--- src/design/ring_geometry_pkg.sv ---
// Ring geometry: page and ring sizes, sync-area layout and address types

package ring_geometry_pkg;

   // ------------------------------------------------------------------------
   // Page and ring sizes
   // ------------------------------------------------------------------------

   // 66-bit blocks stored per 4 KB page
   localparam int blocks_per_page = 496;

   // Pages in the ring
   localparam int page_count = 32;

   // 128-bit words per page, 4096 / 16
   localparam int words_per_page = 256;

   // First 128 bytes of a page hold the sync headers
   localparam int sync_words_per_page = 8;

   // ------------------------------------------------------------------------
   // Sync-area layout
   // ------------------------------------------------------------------------

   // 2-bit headers packed per 128-bit word
   localparam int hdrs_per_word = 64;

   // Last sync word holding headers, the partly filled one
   localparam int last_sync_word = blocks_per_page / hdrs_per_word;

   // Valid headers in that last word, 48 of 64
   localparam int sync_tail_hdrs = blocks_per_page % hdrs_per_word;

   // ------------------------------------------------------------------------
   // Address types
   // ------------------------------------------------------------------------

   typedef logic [4:0]  page_t;      // Page number in the ring
   typedef logic [8:0]  slot_t;      // Block index in a page, 0 to 495
   typedef logic [12:0] dma_addr_t;  // Page in 12:8, word in 7:0
   typedef logic [5:0]  page_cnt_t;  // Completed pages, wraps at 64

endpackage

--- src/design/block_format_pkg.sv ---
// Block format: header, payload and block widths and types, DMA word type

package block_format_pkg;

   // Sync header from blocksync
   localparam int hdr_width = 2;

   // Scrambled payload
   localparam int payload_width = 64;

   // Full block, header in the low bits
   localparam int block_width = hdr_width + payload_width;

   // Read width of the DMA engine
   localparam int dma_word_width = 128;

   typedef logic [hdr_width-1:0]      sync_hdr_t;
   typedef logic [payload_width-1:0]  payload_t;

   // Bits 65:2 payload, bits 1:0 header
   typedef logic [block_width-1:0]    block_t;

   typedef logic [dma_word_width-1:0] dma_word_t;

endpackage

--- src/design/page_read_mux.sv ---
// Page read mux: DMA address decode, sync-ring address and delayed output select

`timescale 1ns/1ps

module page_read_mux (
   input  logic                          rd_clk,
   input  logic                          reset,
   input  ring_geometry_pkg::dma_addr_t  rd_address,
   output ring_geometry_pkg::page_t      sync_page,
   output logic [2:0]                    sync_word,
   input  block_format_pkg::dma_word_t   sync_data,
   input  block_format_pkg::dma_word_t   payload_data,
   output block_format_pkg::dma_word_t   data_out
);

   // High when the registered word came from the payload ring
   logic data_sel;

   // DMA 0x000-0x007 to sync 0x00-0x07, 0x100-0x107 to 0x08-0x0f, ...
   assign sync_page = rd_address[12:8];
   assign sync_word = rd_address[2:0];

   // Select delayed by one rd_clk, same as both RAM reads
   // Word 8 and above is payload, i.e. any of bits 7:3 set
   always_ff @(posedge rd_clk or posedge reset) begin
      if (reset)
         data_sel <= 1'b0;
      else
         data_sel <= (rd_address[7:0] >= 8'(ring_geometry_pkg::sync_words_per_page));
   end

   assign data_out = data_sel ? payload_data : sync_data;

endmodule

--- config.mk ---
export PLATFORM = sky130hd
export DESIGN_NAME = page_read_mux
export DESIGN_NICKNAME = d
export VERILOG_FILES = /design/src/design/ring_geometry_pkg.sv /design/src/design/block_format_pkg.sv /design/src/design/page_read_mux.sv
export SDC_FILE = /design/constraint.sdc
export NUM_CORES = 1
export LEC_CHECK = 0
export BUFFER_PORTS_ARGS = -buffer_cell sky130_fd_sc_hd__clkbuf_2
export CORE_AREA = 4 4 157 159
export DETAILED_ROUTE_END_ITERATION = 12
export DIE_AREA = 0 0 161 163
export SLEW_MARGIN = 20
export SYNTH_ARGS = -nofsm -noshare
export SYNTH_HDL_FRONTEND = slang
export SYNTH_SLANG_ARGS = --single-unit
--- constraint.sdc ---
create_clock -name rd_clk -period 1.4 [get_ports rd_clk]
set_input_delay 0.07 -clock rd_clk [delete_from_list [all_inputs] [get_ports rd_clk]]
set_output_delay 0.07 -clock rd_clk [all_outputs]
set_load 0.1 [all_outputs]
* Word-level counts from Yosys, hierarchy flattened
Cells that the tools add are included.
** Operators by class
- Shift operators :: 0
- Equality and inequality tests :: 0
- Muxes and demuxes :: 1
- Div/mod/pow operators :: 0
- Reduce and logical (&&, ||, !) cells :: 0
- Bitwise operators :: 0
- Multiply operators :: 0
- $lt $le $gt $ge :: 1
- Add/sub/neg operators :: 0
** Operators with widths (number)
- 2-to-1 mux 128 bit :: 1
- greater-or-equal comparator 8 x 4 -> 1 bit (second input constant) :: 1
** Storage, ports and cells
- Input port bits :: 271
- Word-level logic and storage cells :: 3
- Memories :: 0
- Bits in registers :: 1
- Latch bits :: 0
- Output and inout bits :: 136
- Bits in writable memories :: 0
- Bits in read-only memories :: 0

* Logic depth before layout (Yosys ltp)
- Depth in word-level cells :: 1
- Gate-level depth with buffers :: 3
- Mapped depth without buffers :: 2

* Least setup slack after synthesis
No wires, ideal clock.
- Kind :: register to output
- From :: reg data_sel
- To :: out data_out[100]
- Data required time :: 1.330 ns
- Stages on the path, launching flop included :: 4
- Slack :: 0.090 ns
- Arrival time :: 1.240 ns
- Buffers on the path :: 2
- Cell sequence :: dfrtp_1 > buf_6 > clkbuf_8 > mux2_2
** On the way
- Word-level cells in the longest chain between the ends :: 1
** RTL lines
- start: declaration :: line page_read_mux.sv:17 : logic data_sel;
- start signal: assignment :: line page_read_mux.sv:29 : data_sel <= (rd_address[7:0] >= 8'(ring_geometry_pkg::sync_words_per_page));
- 2-to-1 mux 128 bit :: line page_read_mux.sv:32 : assign data_out = data_sel ? payload_data : sync_data;
- end: declaration :: line page_read_mux.sv:13 : output block_format_pkg::dma_word_t data_out
No other way between the ends.

* Final worst setup path
- From :: reg data_sel
- To :: out data_out[37]
Same word-level chain as after synthesis.

==> flow_summary.json <==
{
  "grt_usage_pct": 8.98,
  "synth_xor_area_share_pct": 0,
  "setup_viol": 1,
  "synthMuxAreaShare_pct": 83.8,
  "max_slew_margin_pct": 89.8,
  "dp_worst_setup_slack_ps": 8.42,
  "synth_top_family_by_area": "multiplexers",
  "grt_pass1_wl_um": 18200,
  "avgRoutedWirePerCell_um": 15.6,
  "final_max_slew_viol_count": 0,
  "path_cells": "buf_12, buf_4, mux2_2, buf_12",
  "synth-seq-cells": 1,
  "drt-total-wl_um": 13600,
  "syn_inst": 155,
  "top_register": "data_sel",
  "p_sw_mw": 2.11,
  "max_freq_mhz": 713,
  "p_leak_nw": 3.02,
  "largest_reg_flops": 1,
  "synth_simple_gate_area_share_pct": 0.727,
  "layout_common_cells": "clkbuf_2, buf_12, mux2_2",
  "period_minus_slack_ps": 1400,
  "grt_max_degree": 22,
  "worst_pin_slew_ps": 151,
  "synth_nets": 426,
  "synth_compound_area_share_pct": 0,
  "maxCapViolCount": 0,
  "startpoint_type": "register",
  "overflow": 0,
  "drive_gt1_share_pct": 99.1,
  "p_per_area_mw_per_mm2": 569,
  "die_y_um": 163,
  "num_rows": 56,
  "ant_nets": 0,
  "ir_worst_vdd_uv": 220,
  "start_util_pct": 7.40,
  "via_per_inst": 3.34,
  "synth_seq_area_share_pct": 1.45,
  "end_kind": "output port",
  "ios": 407,
  "syn_avg_cell_area_um2": 11.1,
  "stdcell_count": 870,
  "worst-setup-path-type": "register to output port",
  "dr.pass1.iters": 2,
  "syn_area_mm2": 0.00172,
  "placed_cells": 868,
  "core-area_mm2": 0.0233,
  "areaGrowthSynthToFinish_pct": 252,
  "layout_setup_ws_ps": -3.25,
  "status": "finished with violations",
  "cp.required_ps": 1330,
  "io_buffers": 390,
  "hold_viol": 0,
  "min_path_type": "input pin to output port",
  "netSwitchingFraction_pct": 61.2,
  "finalCritPeriodShare_pct": 100,
  "cp_top_family": "buffers and inverters",
  "ys_types": 9,
  "violations": "negative setup slack",
  "die_area_mm2": 0.0262,
  "p_int_mw": 1.34,
  "antenna_found_initial": 1,
  "ys_warn_count": 0,
  "cp_slowest_stage_delay_ps": 480,
  "yosys.area_share.adder_pct": 0,
  "drt_iter0_drc": 27,
  "p_comb_share_pct": 99.1,
  "mostFrequentLayoutCell": "clkbuf_2",
  "cts.clk_slew.worst_paths_ps": 0,
  "crit_path_top_delay_cell": "dfrtp_4",
  "fin_nets": 824,
  "reg.largest.list": "data_sel: 1 flops",
  "seqPwrFrac_pct": 0.9,
  "cp.arrival_ps": 1330,
  "path_max_fanout": 13,
  "drc": 0,
  "worst-path-buf-inv": 3,
  "power_frac_clock_pct": 0,
  "grt_pass1_vias": 3211,
  "crit_top_cell": "buf_12",
  "gp_congestion": 0.864,
  "rsz0062_at_grt": "yes",
  "vias": 2907,
  "chipWidth_um": 161,
  "dp_hpwl_um": 13000,
  "antennaDiodeCount": 0
}
-- synth_stat cells --
cell | number | area [um^2]
dfrtp_1 | 1 | 25.0
buf_4 | 8 | 60.1
inv_1 | 1 | 3.75
buf_6 | 6 | 67.6
clkbuf_8 | 8 | 110
nor3_1 | 1 | 5.00
nor2_1 | 1 | 3.75
nand2_1 | 1 | 3.75
mux2_2 | 128 | 1440
-- cells by family after synthesis --
group / after synthesis
multiplexers: 128
buffers and inverters: 23
AND/OR/NAND/NOR: 3
flip-flops: 1
-- power groups by stage --
stage / sequential, mW / combinational (mW) / clock [mW]
2_1_floorplan: 0.0302 / 2.05 / 0
3_3_place_gp: 0.0310 / 3.40 / 0
3_5_place_dp: 0.0310 / 3.43 / 0
4_1_cts: 0.0310 / 3.43 / 0
5_1_grt: 0.0311 / 3.50 / 0
6_report: 0.0310 / 3.41 / 0
-- final timing paths --
path                           startpoint            to  slack (ps)  cells after the start
max                              data_sel  data_out[37]          -3                      4
min in group asynchronous           reset      data_sel         440                      3
min                        rd_address[11]  sync_page[3]         140                      0
max in group asynchronous           reset      data_sel         850                      3
-- repair_timing --
| item | 4_1_cts | 5_1_grt |
|---|---|---|
| gates resized for setup | 0 | 2 |
| endpoints found under the setup margin | 0 | 22 |
| endpoints found under the hold margin | 1 | 0 |
| hold buffers | 1 | 0 |
| setup buffers | 0 | 0 |
-- metrics by stage --
stage	area (um^2)	total power [mW]	util (%)	setup TNS, ps	hold WS [ps]
2_1_floorplan	1720	2.08	-	0	-201
3_3_place_gp	6000	3.43	25.8	0	-111
3_5_place_dp	6000	3.46	25.8	0	-104
4_1_cts	6010	3.47	25.9	0	141
5_1_grt	6050	3.53	26.0	-71.1	140
6_report	6050	3.44	26.0	-3.25	140
-- layer usage --
| metal | GRT usage (%) | vias up | share of wire (%) |
|---|---|---|---|
| met5 | 0 | - | 0 |
| met4 | 1.32 | 0 | 1.6 |
| met3 | 2.05 | 12 | 9.1 |
| met2 | 19.1 | 212 | 56 |
| met1 | 8.85 | 1319 | 33 |
| li1 | - | 1364 | - |
-- area by class of cell --
| class | instances | area (um^2) |
|---|---|---|
| multi-input cells | 131 | 1460 |
| flip-flops and latches | 1 | 28.8 |
| inverters | 1 | 3.75 |
| repair buffers | 418 | 4160 |
| fillers | 2451 | 17200 |
| well taps | 319 | 399 |
Note: power is estimated with default switching activity, not from simulation.
