===== config.mk =====
export PLATFORM = sky130hd
export DESIGN_NAME = block_write_counter
export DESIGN_NICKNAME = d
export VERILOG_FILES = /design/src/design/ring_geometry_pkg.sv /design/src/design/block_format_pkg.sv /design/src/design/block_write_counter.sv
export SDC_FILE = /design/constraint.sdc
export NUM_CORES = 1
export LEC_CHECK = 0
export ABC_AREA = 1
export BUFFER_PORTS_ARGS = -buffer_cell sky130_fd_sc_hd__buf_2
export CORE_MARGIN = 5
export CORE_UTILIZATION = 42
export DETAILED_ROUTE_END_ITERATION = 8
export HOLD_SLACK_MARGIN = 0.15
export PLACE_DENSITY_LB_ADDON = 0.3
export RECOVER_POWER = 50
export SLEW_MARGIN = 10
export SYNTH_ARGS = -nofsm -noshare
export SYNTH_HDL_FRONTEND = slang
export SYNTH_SLANG_ARGS = --single-unit

===== constraint.sdc =====
create_clock -name wr_clk -period 1.17 [get_ports wr_clk]
set_input_delay 0.117 -clock wr_clk [delete_from_list [all_inputs] [get_ports wr_clk]]
set_output_delay 0.117 -clock wr_clk [all_outputs]
set_load 0.005 [all_outputs]

===== src/design/ring_geometry_pkg.sv =====
// Ring geometry: page and ring sizes, sync-area layout and address types

package ring_geometry_pkg;

   // ------------------------------------------------------------------------
   // Page and ring sizes
   // ------------------------------------------------------------------------

   // 66-bit blocks stored per 4 KB page
   localparam int blocks_per_page = 496;

   // Pages in the ring
   localparam int page_count = 32;

   // 128-bit words per page, 4096 / 16
   localparam int words_per_page = 256;

   // First 128 bytes of a page hold the sync headers
   localparam int sync_words_per_page = 8;

   // ------------------------------------------------------------------------
   // Sync-area layout
   // ------------------------------------------------------------------------

   // 2-bit headers packed per 128-bit word
   localparam int hdrs_per_word = 64;

   // Last sync word holding headers, the partly filled one
   localparam int last_sync_word = blocks_per_page / hdrs_per_word;

   // Valid headers in that last word, 48 of 64
   localparam int sync_tail_hdrs = blocks_per_page % hdrs_per_word;

   // ------------------------------------------------------------------------
   // Address types
   // ------------------------------------------------------------------------

   typedef logic [4:0]  page_t;      // Page number in the ring
   typedef logic [8:0]  slot_t;      // Block index in a page, 0 to 495
   typedef logic [12:0] dma_addr_t;  // Page in 12:8, word in 7:0
   typedef logic [5:0]  page_cnt_t;  // Completed pages, wraps at 64

endpackage


===== src/design/block_format_pkg.sv =====
// Block format: header, payload and block widths and types, DMA word type

package block_format_pkg;

   // Sync header from blocksync
   localparam int hdr_width = 2;

   // Scrambled payload
   localparam int payload_width = 64;

   // Full block, header in the low bits
   localparam int block_width = hdr_width + payload_width;

   // Read width of the DMA engine
   localparam int dma_word_width = 128;

   typedef logic [hdr_width-1:0]      sync_hdr_t;
   typedef logic [payload_width-1:0]  payload_t;

   // Bits 65:2 payload, bits 1:0 header
   typedef logic [block_width-1:0]    block_t;

   typedef logic [dma_word_width-1:0] dma_word_t;

endpackage


===== src/design/block_write_counter.sv =====
// Block write counter: input register plus page and slot placement of each block

`timescale 1ns/1ps

module block_write_counter (
   input  logic                        wr_clk,
   input  logic                        reset,
   input  logic                        wrena,
   input  logic                        wrreq,
   input  block_format_pkg::block_t    data_in,
   output block_format_pkg::block_t    wr_block,
   output ring_geometry_pkg::page_t    wr_page,
   output ring_geometry_pkg::slot_t    wr_slot,
   output logic                        wr_strobe,
   output logic                        page_done
);

   // Placement of the next accepted block
   ring_geometry_pkg::page_t cur_page;
   ring_geometry_pkg::slot_t cur_slot;

   logic accept;
   logic last_slot;

   // A block counts only when both the level and the strobe are up
   assign accept    = wrena & wrreq;
   assign last_slot = (cur_slot == ring_geometry_pkg::slot_t'(
                                      ring_geometry_pkg::blocks_per_page - 1));

   // Block register, header and payload
   always_ff @(posedge wr_clk) begin
      if (accept) begin
         wr_block <= data_in;
      end
   end

   // Placement counters and write strobes
   always_ff @(posedge wr_clk or posedge reset) begin
      if (reset) begin
         cur_page  <= '0;
         cur_slot  <= '0;
         wr_page   <= '0;
         wr_slot   <= '0;
         wr_strobe <= 1'b0;
         page_done <= 1'b0;
      end else begin
         wr_strobe <= accept;
         // Same cycle as the write of slot 495
         page_done <= accept & last_slot;
         if (accept) begin
            wr_page <= cur_page;
            wr_slot <= cur_slot;
            if (last_slot) begin
               cur_slot <= '0;
               // Ring wraps after the last page, old pages get overwritten
               if (cur_page == ring_geometry_pkg::page_t'(ring_geometry_pkg::page_count - 1))
                  cur_page <= '0;
               else
                  cur_page <= cur_page + 1'b1;
            end else begin
               cur_slot <= cur_slot + 1'b1;
            end
         end
      end
   end

endmodule


**Word level (Yosys, flattened, before mapping)**

Index checks and enable logic that the tools add are counted.

- Register bits: 96
- Latch bits: 0
- Memory bits (writable): 0
- Bits in read-only memories: 0
- Input port bits: 70
- Word-level logic and storage cells: 16
- Memories kept: 0

- Add/subtract/negate cells: 2
- $mul: 0
- Divide/modulo/power cells: 0
- Order comparisons: 0
- Equal/unequal tests: 2
- Shift operators: 0
- Muxes and demuxes: 2
- Bitwise operators: 2
- Reductions and logical operators: 1

Operators with widths:

| kind | number |
|---|---|
| $add A9 B1 Y9 const B | 1 |
| $eq A9 B9 Y1 const B | 1 |
| $mux W9 | 1 |
| $add A5 B1 Y5 const B | 1 |
| $eq A5 B5 Y1 const B | 1 |
| $mux W5 | 1 |
| $and A1 B1 Y1 | 2 |
| $reduce_and A2 Y1 | 1 |

**Depth between registers and ports, before layout**

Gate-level depths: netlist (run 1).

- Depth in word-level cells: 2
- Gate-level depth with buffers: 7
- Gate-level depth less buffers: 7

**Least setup slack after synthesis (run 1)**

OpenSTA, ideal clock, no wires.

- Path kind: input -> register
- From: input port wrena
- To: register cur_slot[3]
- Library setup time: 119 ps
- Arrival: 1490 ps
- Required time: 1051 ps
- Path slack: -439 ps
- Stages: 5
- Path through: nand2_2 -> inv_2 -> nand4_1 -> inv_1 -> nor2_1

- Cells in the longest elaborated chain, start to end: 1

Ends and longest elaborated chain:

| what | line | source |
|---|---|---|
| start: declaration | block_write_counter.sv:8 | `input logic wrena,` |
| $and A1 B1 Y1 | block_write_counter.sv:26 | `assign accept = wrena & wrreq;` |
| named net accept | block_write_counter.sv:22 | `logic accept;` |
| end signal: assignment | block_write_counter.sv:61 | `cur_slot <= cur_slot + 1'b1;` |
| end: declaration | block_write_counter.sv:20 | `ring_geometry_pkg::slot_t cur_slot;` |

The timed path passes the listed nets, and every way through them passes these cells.
A chain may end at the register's enable or synchronous reset.

**Final worst setup path (run 1)**

- From: register cur_slot[1]
- To: register cur_slot[3]

- Cells in the longest elaborated chain, start to end: 2
- Elaborated cells between the ends (all ways): 3

Ends and longest elaborated chain:

| what | line | source |
|---|---|---|
| $add A9 B1 Y9 or $eq A9 B9 Y1 (tied branches) | block_write_counter.sv:61, block_write_counter.sv:27 |  |
| $mux W9 (*) | block_write_counter.sv:53 | `if (last_slot) begin` |

Mark *: on every way between the ends. The rest lies on a longest branch, timed or not.

==> flow_summary.json, run 1 <==
{
  "outcome": "finished with violations",
  "violations": "setup timing",
  "rows": 32,
  "rrSetupSlack_ns": -0.08,
  "routed_wl_um": 9320,
  "clk_latency_ns": 0.34,
  "firstDrtPassIters": 4,
  "postSynthAreaPerCell_um2": 14.5,
  "p_sw_share_pct": 26.8,
  "io_buffers": 151,
  "holdPathStages": 4,
  "r2r_cells": 6,
  "timing.final.crit_share_pct": 107,
  "async_flop_share_pct": 31.3,
  "hold_viol_final": 0,
  "synth_top_area_share_pct": 58.4,
  "holdWs_ns": 0.172,
  "hpwl_um": 6090,
  "setup_tns_ns": -0.688,
  "final_core_util_pct": 67.6,
  "p_leak_nw": 2.45,
  "p_switching_mw": 2.23,
  "drcViolationCount": 0,
  "die_area_um2": 9980,
  "path_class": "reg2reg",
  "placed_cells": 499,
  "die_w_um": 99.9,
  "hold_path_end": "wr_slot[0]",
  "vias": 2642,
  "antenna_found_initial": 0,
  "rsz0062_at_grt": "true",
  "drt-initial-drc-count": 50,
  "finalPower_mw": 8.35,
  "cp-start-kind": "register",
  "final_cells": 586,
  "ctsHtreeMaxLevel": 3,
  "core_area_um2": 7810,
  "powerDensity_nw_per_um2": 1580,
  "pwr-share-comb_pct": 19.9,
  "clkSinkCount": 96,
  "syn_nets": 307,
  "vdd_drop_max_mv": 0.983,
  "slew_violations": 0,
  "grt.busiest_layer": "met2",
  "hp-start": "wrena",
  "hold_path.class": "in2reg",
  "grt.total_usage_pct": 18.9,
  "skew_ns": 0.00556,
  "clock-root-buffer": "clkbuf_8",
  "grt_pass1_vias": 2786,
  "worstReg2RegEnd": "cur_slot[3]",
  "yosysTopAreaCell": "edfxtp_1",
  "synthTopCellsByArea": "edfxtp_1 (58%), dfrtp_1 (22%), nand2_1 (7.1%)",
  "yosysMostFrequentCell": "edfxtp_1",
  "cap_violations": 0,
  "drive_above_1_share_pct": 39.1,
  "cp_max_fo": 5,
  "n_fill_cell": 561,
  "slew_headroom_pct": 56.6,
  "clkSlewWorstSetupHoldPaths_ns": 0.09,
  "ys_top_cells_by_count": "edfxtp_1 (66), nand2_1 (64), dfrtp_1 (30)",
  "initial_core_util_pct": 43.5,
  "clock.fmax_mhz": 802,
  "synthCells": 234,
  "gr-total-overflow": 0,
  "r2r_start": "cur_slot[1]",
  "cts_buffers": 9,
  "ys.warnings.count": 0,
  "area_delta_synth_final_pct": 55.5,
  "pwr-share-seq_pct": 52.3,
  "antenna_left": 0,
  "grt_max_degree": 31,
  "syn-cell-area_um2": 3390,
  "gp_congestion": 0.873,
  "via_per_inst": 4.51,
  "clock_path_buffers": 2,
  "period_needed_ns": 1.25,
  "cp_data_required_time_ns": 1.41,
  "synth_edf_count": 66,
  "clkPwrFrac_pct": 27.8,
  "yosysUniqueCellTypes": 21,
  "layout.nets": 551,
  "crit_path_end_kind": "register",
  "worst_slew_pin_slew_ns": 0.651,
  "setup_ws_ns": -0.0766,
  "synth-main-ff-cell": "edfxtp_1",
  "p_int_mw": 6.11,
  "multi_input_area_um2": 564,
  "ys_seq_area_share_pct": 80.5,
  "synth_seq_cells": 96,
  "use_met1_pct": 22.5,
  "seqCellArea_um2": 2730,
  "met3_usage_pct": 4.73,
  "pin_count": 152,
  "use_met2_pct": 33.1,
  "die_y_um": 99.9,
  "tritoncts": "done",
  "grt_pass1_wl_um": 14400,
  "setup_viol": 11,
  "wl_per_cell_um": 15.9,
  "cp.arrival_ns": 1.48
}
==> through the flow <==
step	instance area [um^2]	worst slack (ns)
2_1_floorplan	3410	0.000420
3_3_place_gp	4390	-0.0656
3_5_place_dp	4390	-0.145
4_1_cts	5310	-0.111
5_1_grt	5280	-0.207
6_report	5280	-0.0766
==> cell families (layout without fill, tap and decap cells) <==
group / count (synthesis) / after routing / share of synthesized area (%)
adders and majority gates: 3 / 3 / 1.11
DFF: 96 / 96 / 80.5
buffers and inverters: 26 / 275 / 3.54
AOI/OAI and AO/OA: 13 / 13 / 1.99
and+or+nand+nor: 94 / 94 / 12.3
other: 0 / 1 / 0
xor gates and xnor gates: 2 / 2 / 0.516
==> worst max-delay path by stage <==
stage | startpoint | to | slack (ns) | cells after the start
after CTS | cur_slot[0] | cur_slot[0] | -0.11 | 6
final | cur_slot[1] | cur_slot[3] | -0.08 | 6
after floorplan | cur_slot[1] | cur_slot[3] | 0.0004 | 6
after global routing | cur_slot[0] | cur_page[3] | -0.21 | 7
after global placement | cur_slot[0] | cur_slot[3] | -0.07 | 6
after detailed placement | cur_slot[0] | cur_slot[3] | -0.15 | 6
==> layout make-up <==
type / instances / share of cell area, %
diodes: 1 / 0.0474
clock buffers: 9 / 2.35
clock inverters: 7 / 1.73
inverters: 23 / 1.73
multi-input cells: 112 / 10.7
flip-flops and latches: 96 / 51.8
well taps: 102 / 2.42
repair buffers: 236 / 29.3
==> power by group through the flow <==
| stage | Sequential, mW | Combinational [mW] | Clock (mW) |
|---|---|---|---|
| final | 4.36 | 1.66 | 2.32 |
| after global routing | 4.41 | 1.89 | 2.54 |
| after CTS | 4.35 | 1.67 | 2.36 |
| after detailed placement | 4.41 | 1.43 | 0 |
| after global placement | 4.39 | 1.40 | 0 |
| after floorplan | 4.44 | 0.660 | 0 |
==> timing repair <==
| action | 4_1_cts | 5_1_grt |
|---|---|---|
| cloned | 0 | 0 |
| gates resized for setup | 4 | 1 |
| endpoints found under the hold margin | 96 | 0 |
| pin swaps | 6 | 6 |
| endpoints found under the setup margin | 11 | 13 |
| hold buffers | 67 | 0 |
| buffers inserted | 2 | 1 |
==> placed cells by master, fill, tap and decap left out <==
master / n
nor2_1: 10
nand3b_1: 1
dfrtp_1: 30
nand3_2: 1
clkbuf_4: 1
buf_4: 14
nand3_1: 3
buf_2: 141
clkbuf_8: 9
clkinv_2: 2
nor2_4: 1
nand3_4: 2
clkbuf_2: 1
ha_2: 2
o21ai_0: 10
xor2_1: 2
a21boi_1: 1
buf_1: 1
nand4_1: 5
buf_6: 1
nand2_1: 65
inv_6: 3
a21oi_1: 2
diode_2: 1
clkinv_1: 1
bufinv_16: 2
dlygate4sd3_1: 67
edfxtp_1: 66
nor3_2: 2
clkbuf_1: 10
inv_2: 3
ha_1: 1
inv_1: 19
nor2_2: 4
==> critical path, cell delays in order (launching register included) <==
cell	delay (ns)
dfrtp_1	0.37
ha_2	0.22
nand3_4	0.10
inv_2	0.08
nand4_1	0.20
inv_1	0.13
nor2_1	0.05
==> metal layers <==
| layer | wire [um] | part of all wire [%] |
|---|---|---|
| met5 | 0 | 0 |
| met4 | 126 | 1.4 |
| met3 | 760 | 8.2 |
| met2 | 4780 | 51 |
| met1 | 3660 | 39 |
==> sequential cells by signal, summed over array words and instances, names as in the netlist <==
name / count
wr_block: 66
cur_page: 5
cur_slot: 9
page_done: 1
wr_strobe: 1
wr_page: 5
wr_slot: 9
(Power assumes the default switching activity.)
==> run 2: changes to the inputs <==
--- a/config.mk
+++ b/config.mk
@@ -10,6 +10,7 @@
 export CORE_MARGIN = 5
 export CORE_UTILIZATION = 42
 export DETAILED_ROUTE_END_ITERATION = 8
+export GPL_TIMING_DRIVEN = 0
 export HOLD_SLACK_MARGIN = 0.15
 export PLACE_DENSITY_LB_ADDON = 0.3
 export RECOVER_POWER = 50
==> constraint.sdc (replaced) <==
create_clock -name wr_clk -period 1.17 [get_ports wr_clk]
set_input_delay 0.0585 -clock wr_clk [delete_from_list [all_inputs] [get_ports wr_clk]]
set_output_delay 0.0585 -clock wr_clk [all_outputs]
set_load 0.005 [all_outputs]
==> run 2 against run 1 <==
  * The run still ends with setup timing left
  * Final area is 0.62% lower
  * Via count up 1.2%
  * Register-to-register slack worse by 0.03 ns
  * Clock-buffer cell count rose by 1
  * First-iteration DRC count grew 56%
  * Worst setup slack got worse by 0.034 ns
  * Sequential share of layout area grew 0.34 points
  * Non-clock buffer count fell by 6
  * Combinational power is 6% lower
  * Maximum frequency fell by 2.7%
  * Critical endpoint is now cur_slot[0]
==> flow_summary.json, run 2 (synthesis results as in run 1) <==
{
  "outcome": "finished with violations",
  "violations": "setup timing",
  "path_cells": "ha_4 > nand3_4 > inv_4 > nand4_1 > nand3_1 > inv_1",
  "via_per_inst": 4.62,
  "clkPwrFrac_pct": 26.2,
  "layout.nets": 545,
  "crit_path_end_kind": "register",
  "grt_max_degree": 77,
  "top_regs": "wr_block: 66 flops, cur_slot: 9 flops, wr_slot: 9 flops",
  "final_common_cell": "buf_2",
  "die_y_um": 99.9,
  "p_leak_nw": 2.40,
  "crit_family": "simple AND/OR/NAND/NOR gates",
  "wl_met1_um": 3480,
  "setup_tns_ns": -0.937,
  "p_switching_mw": 2.22,
  "antenna_left": 0,
  "vdd_drop_max_mv": 0.871,
  "critPathBufInv": 2,
  "largest_reg_flops": 66,
  "clkSlewWorstSetupHoldPaths_ns": 0.09,
  "topRoutingLayerUsed": "met4",
  "met2WireLength_um": 4890,
  "firstDrtPassIters": 5,
  "final_core_util_pct": 67.2,
  "hpwl_um": 5850,
  "die_w_um": 99.9,
  "drive_above_1_share_pct": 39.4,
  "clock.fmax_mhz": 781,
  "gr-total-overflow": 0,
  "clkSinkCount": 96,
  "setup_viol": 11,
  "core_area_um2": 7810,
  "pin_count": 152,
  "p_int_mw": 5.82,
  "cp_data_required_time_ns": 1.42,
  "final_cells": 579,
  "pwr-share-seq_pct": 54.4,
  "routed_wl_um": 9170,
  "cp.arrival_ns": 1.53,
  "pwr-share-comb_pct": 19.3,
  "p_sw_share_pct": 27.6,
  "io_buffers": 151,
  "clock-root-buffer": "clkbuf_8",
  "clock_path_buffers": 2,
  "route.met3.wl_um": 635,
  "grt_pass1_vias": 2765,
  "setup_ws_ns": -0.111,
  "powerDensity_nw_per_um2": 1530,
  "timing.final.crit_share_pct": 109,
  "cp-start-kind": "register",
  "regMostFlops": "wr_block",
  "hold_path.class": "in2reg",
  "grt.total_usage_pct": 18.5,
  "pre_cts_ws_ns": -0.318,
  "rows": 32,
  "skew_ns": 0.00333,
  "cts_buffers": 9,
  "area_delta_synth_final_pct": 54.6,
  "clk_latency_ns": 0.35,
  "drt-initial-drc-count": 78,
  "max_stage_delay_ns": 0.41,
  "hold_viol_final": 0,
  "slowest_stage": "dfrtp_1",
  "die_area_um2": 9980,
  "slew_violations": 0,
  "period_needed_ns": 1.28,
  "ctsHtreeMaxLevel": 3,
  "placed_cells": 487,
  "tritoncts": "done",
  "cp_max_fo": 5,
  "slew_headroom_pct": 57.5,
  "wl_per_cell_um": 15.8,
  "cap_violations": 0,
  "grt_pass1_wl_um": 14200,
  "path_class": "reg2reg",
  "antenna_cells": 0,
  "vias": 2675,
  "worst_slew_pin_slew_ns": 0.637,
  "gp_congestion": 0.855,
  "drcViolationCount": 0,
  "antenna_found_initial": 0,
  "rsz0062_at_grt": "true",
  "final_cell_mix": "buf_2 (145), dlygate4sd3_1 (69), edfxtp_1 (66)",
  "initial_core_util_pct": 43.5,
  "holdWs_ns": 0.197
}
==> run 2: cell types whose count changed in the layout (fill, tap and decap cells not counted), moves of 2 or more <==
cell,previous run,this run
clkinvlp_4,0,2
buf_4,14,4
dlygate4sd3_1,67,69
buf_2,141,145
buf_6,1,3
==> run 2: what timing repair did <==
action / in CTS / in global routing
setup endpoints to repair: 13 / 13
pin swaps: 7 / 9
hold buffers: 68 / 1
gates resized for setup: 5 / 4
hold endpoints to repair: 98 / 30
buffers inserted: 6 / 1
==> run 2: final timing paths <==
kind / from / to / slack [ns] / cells after the start
setup / recovery: cur_slot[0] / cur_slot[0] / -0.11 / 6
hold / removal: wrreq / cur_slot[8] / 0.20 / 5
setup reg to reg: cur_slot[0] / cur_slot[0] / -0.11 / 6
hold reg to reg: wr_slot[0] / wr_slot[0] / 0.48 / 2
max in group asynchronous: reset / cur_slot[8] / 0.38 / 3
min in group asynchronous: reset / wr_page[3] / 0.34 / 3
==> run 2: metrics by stage <==
stage	cell area, um^2	power (mW)
4_1_cts	5230	8.09
3_3_place_gp	4290	5.64
5_1_grt	5250	8.50
3_5_place_dp	4290	5.68
6_report	5250	8.04
2_1_floorplan	3410	5.10
==> run 2: power by group through the flow <==
stage	clock network, mW	registers, mW	logic [mW]
6_report	2.11	4.38	1.56
5_1_grt	2.31	4.44	1.75
4_1_cts	2.19	4.35	1.55
3_5_place_dp	0	4.44	1.25
3_3_place_gp	0	4.42	1.22
2_1_floorplan	0	4.44	0.660
==> run 2: layout make-up <==
cell class | count | area [um^2]
Buffer | 3 | 33.8
Clock inverter | 6 | 67.6
Tap cell | 102 | 128
Timing Repair Buffer | 227 | 1480
Inverter | 23 | 93.8
Fill cell | 574 | 2560
Multi-Input combinational cell | 112 | 583
Sequential cell | 96 | 2730
Clock buffer | 10 | 128
==> run 2: tightest hold or removal path, cell delays in order <==
cell and delay, ns:
buf_2 0.11, nand2_2 0.13, nor2_2 0.08, nand3b_1 0.07, a21boi_1 0.06
==> run 2: per-layer routing <==
| layer | global-route usage, % | vias to the layer above |
|---|---|---|
| met5 | 0 | - |
| met4 | 6.20 | 0 |
| met3 | 4.03 | 16 |
| met2 | 33.7 | 111 |
| met1 | 21.4 | 1287 |
| li1 | - | 1261 |
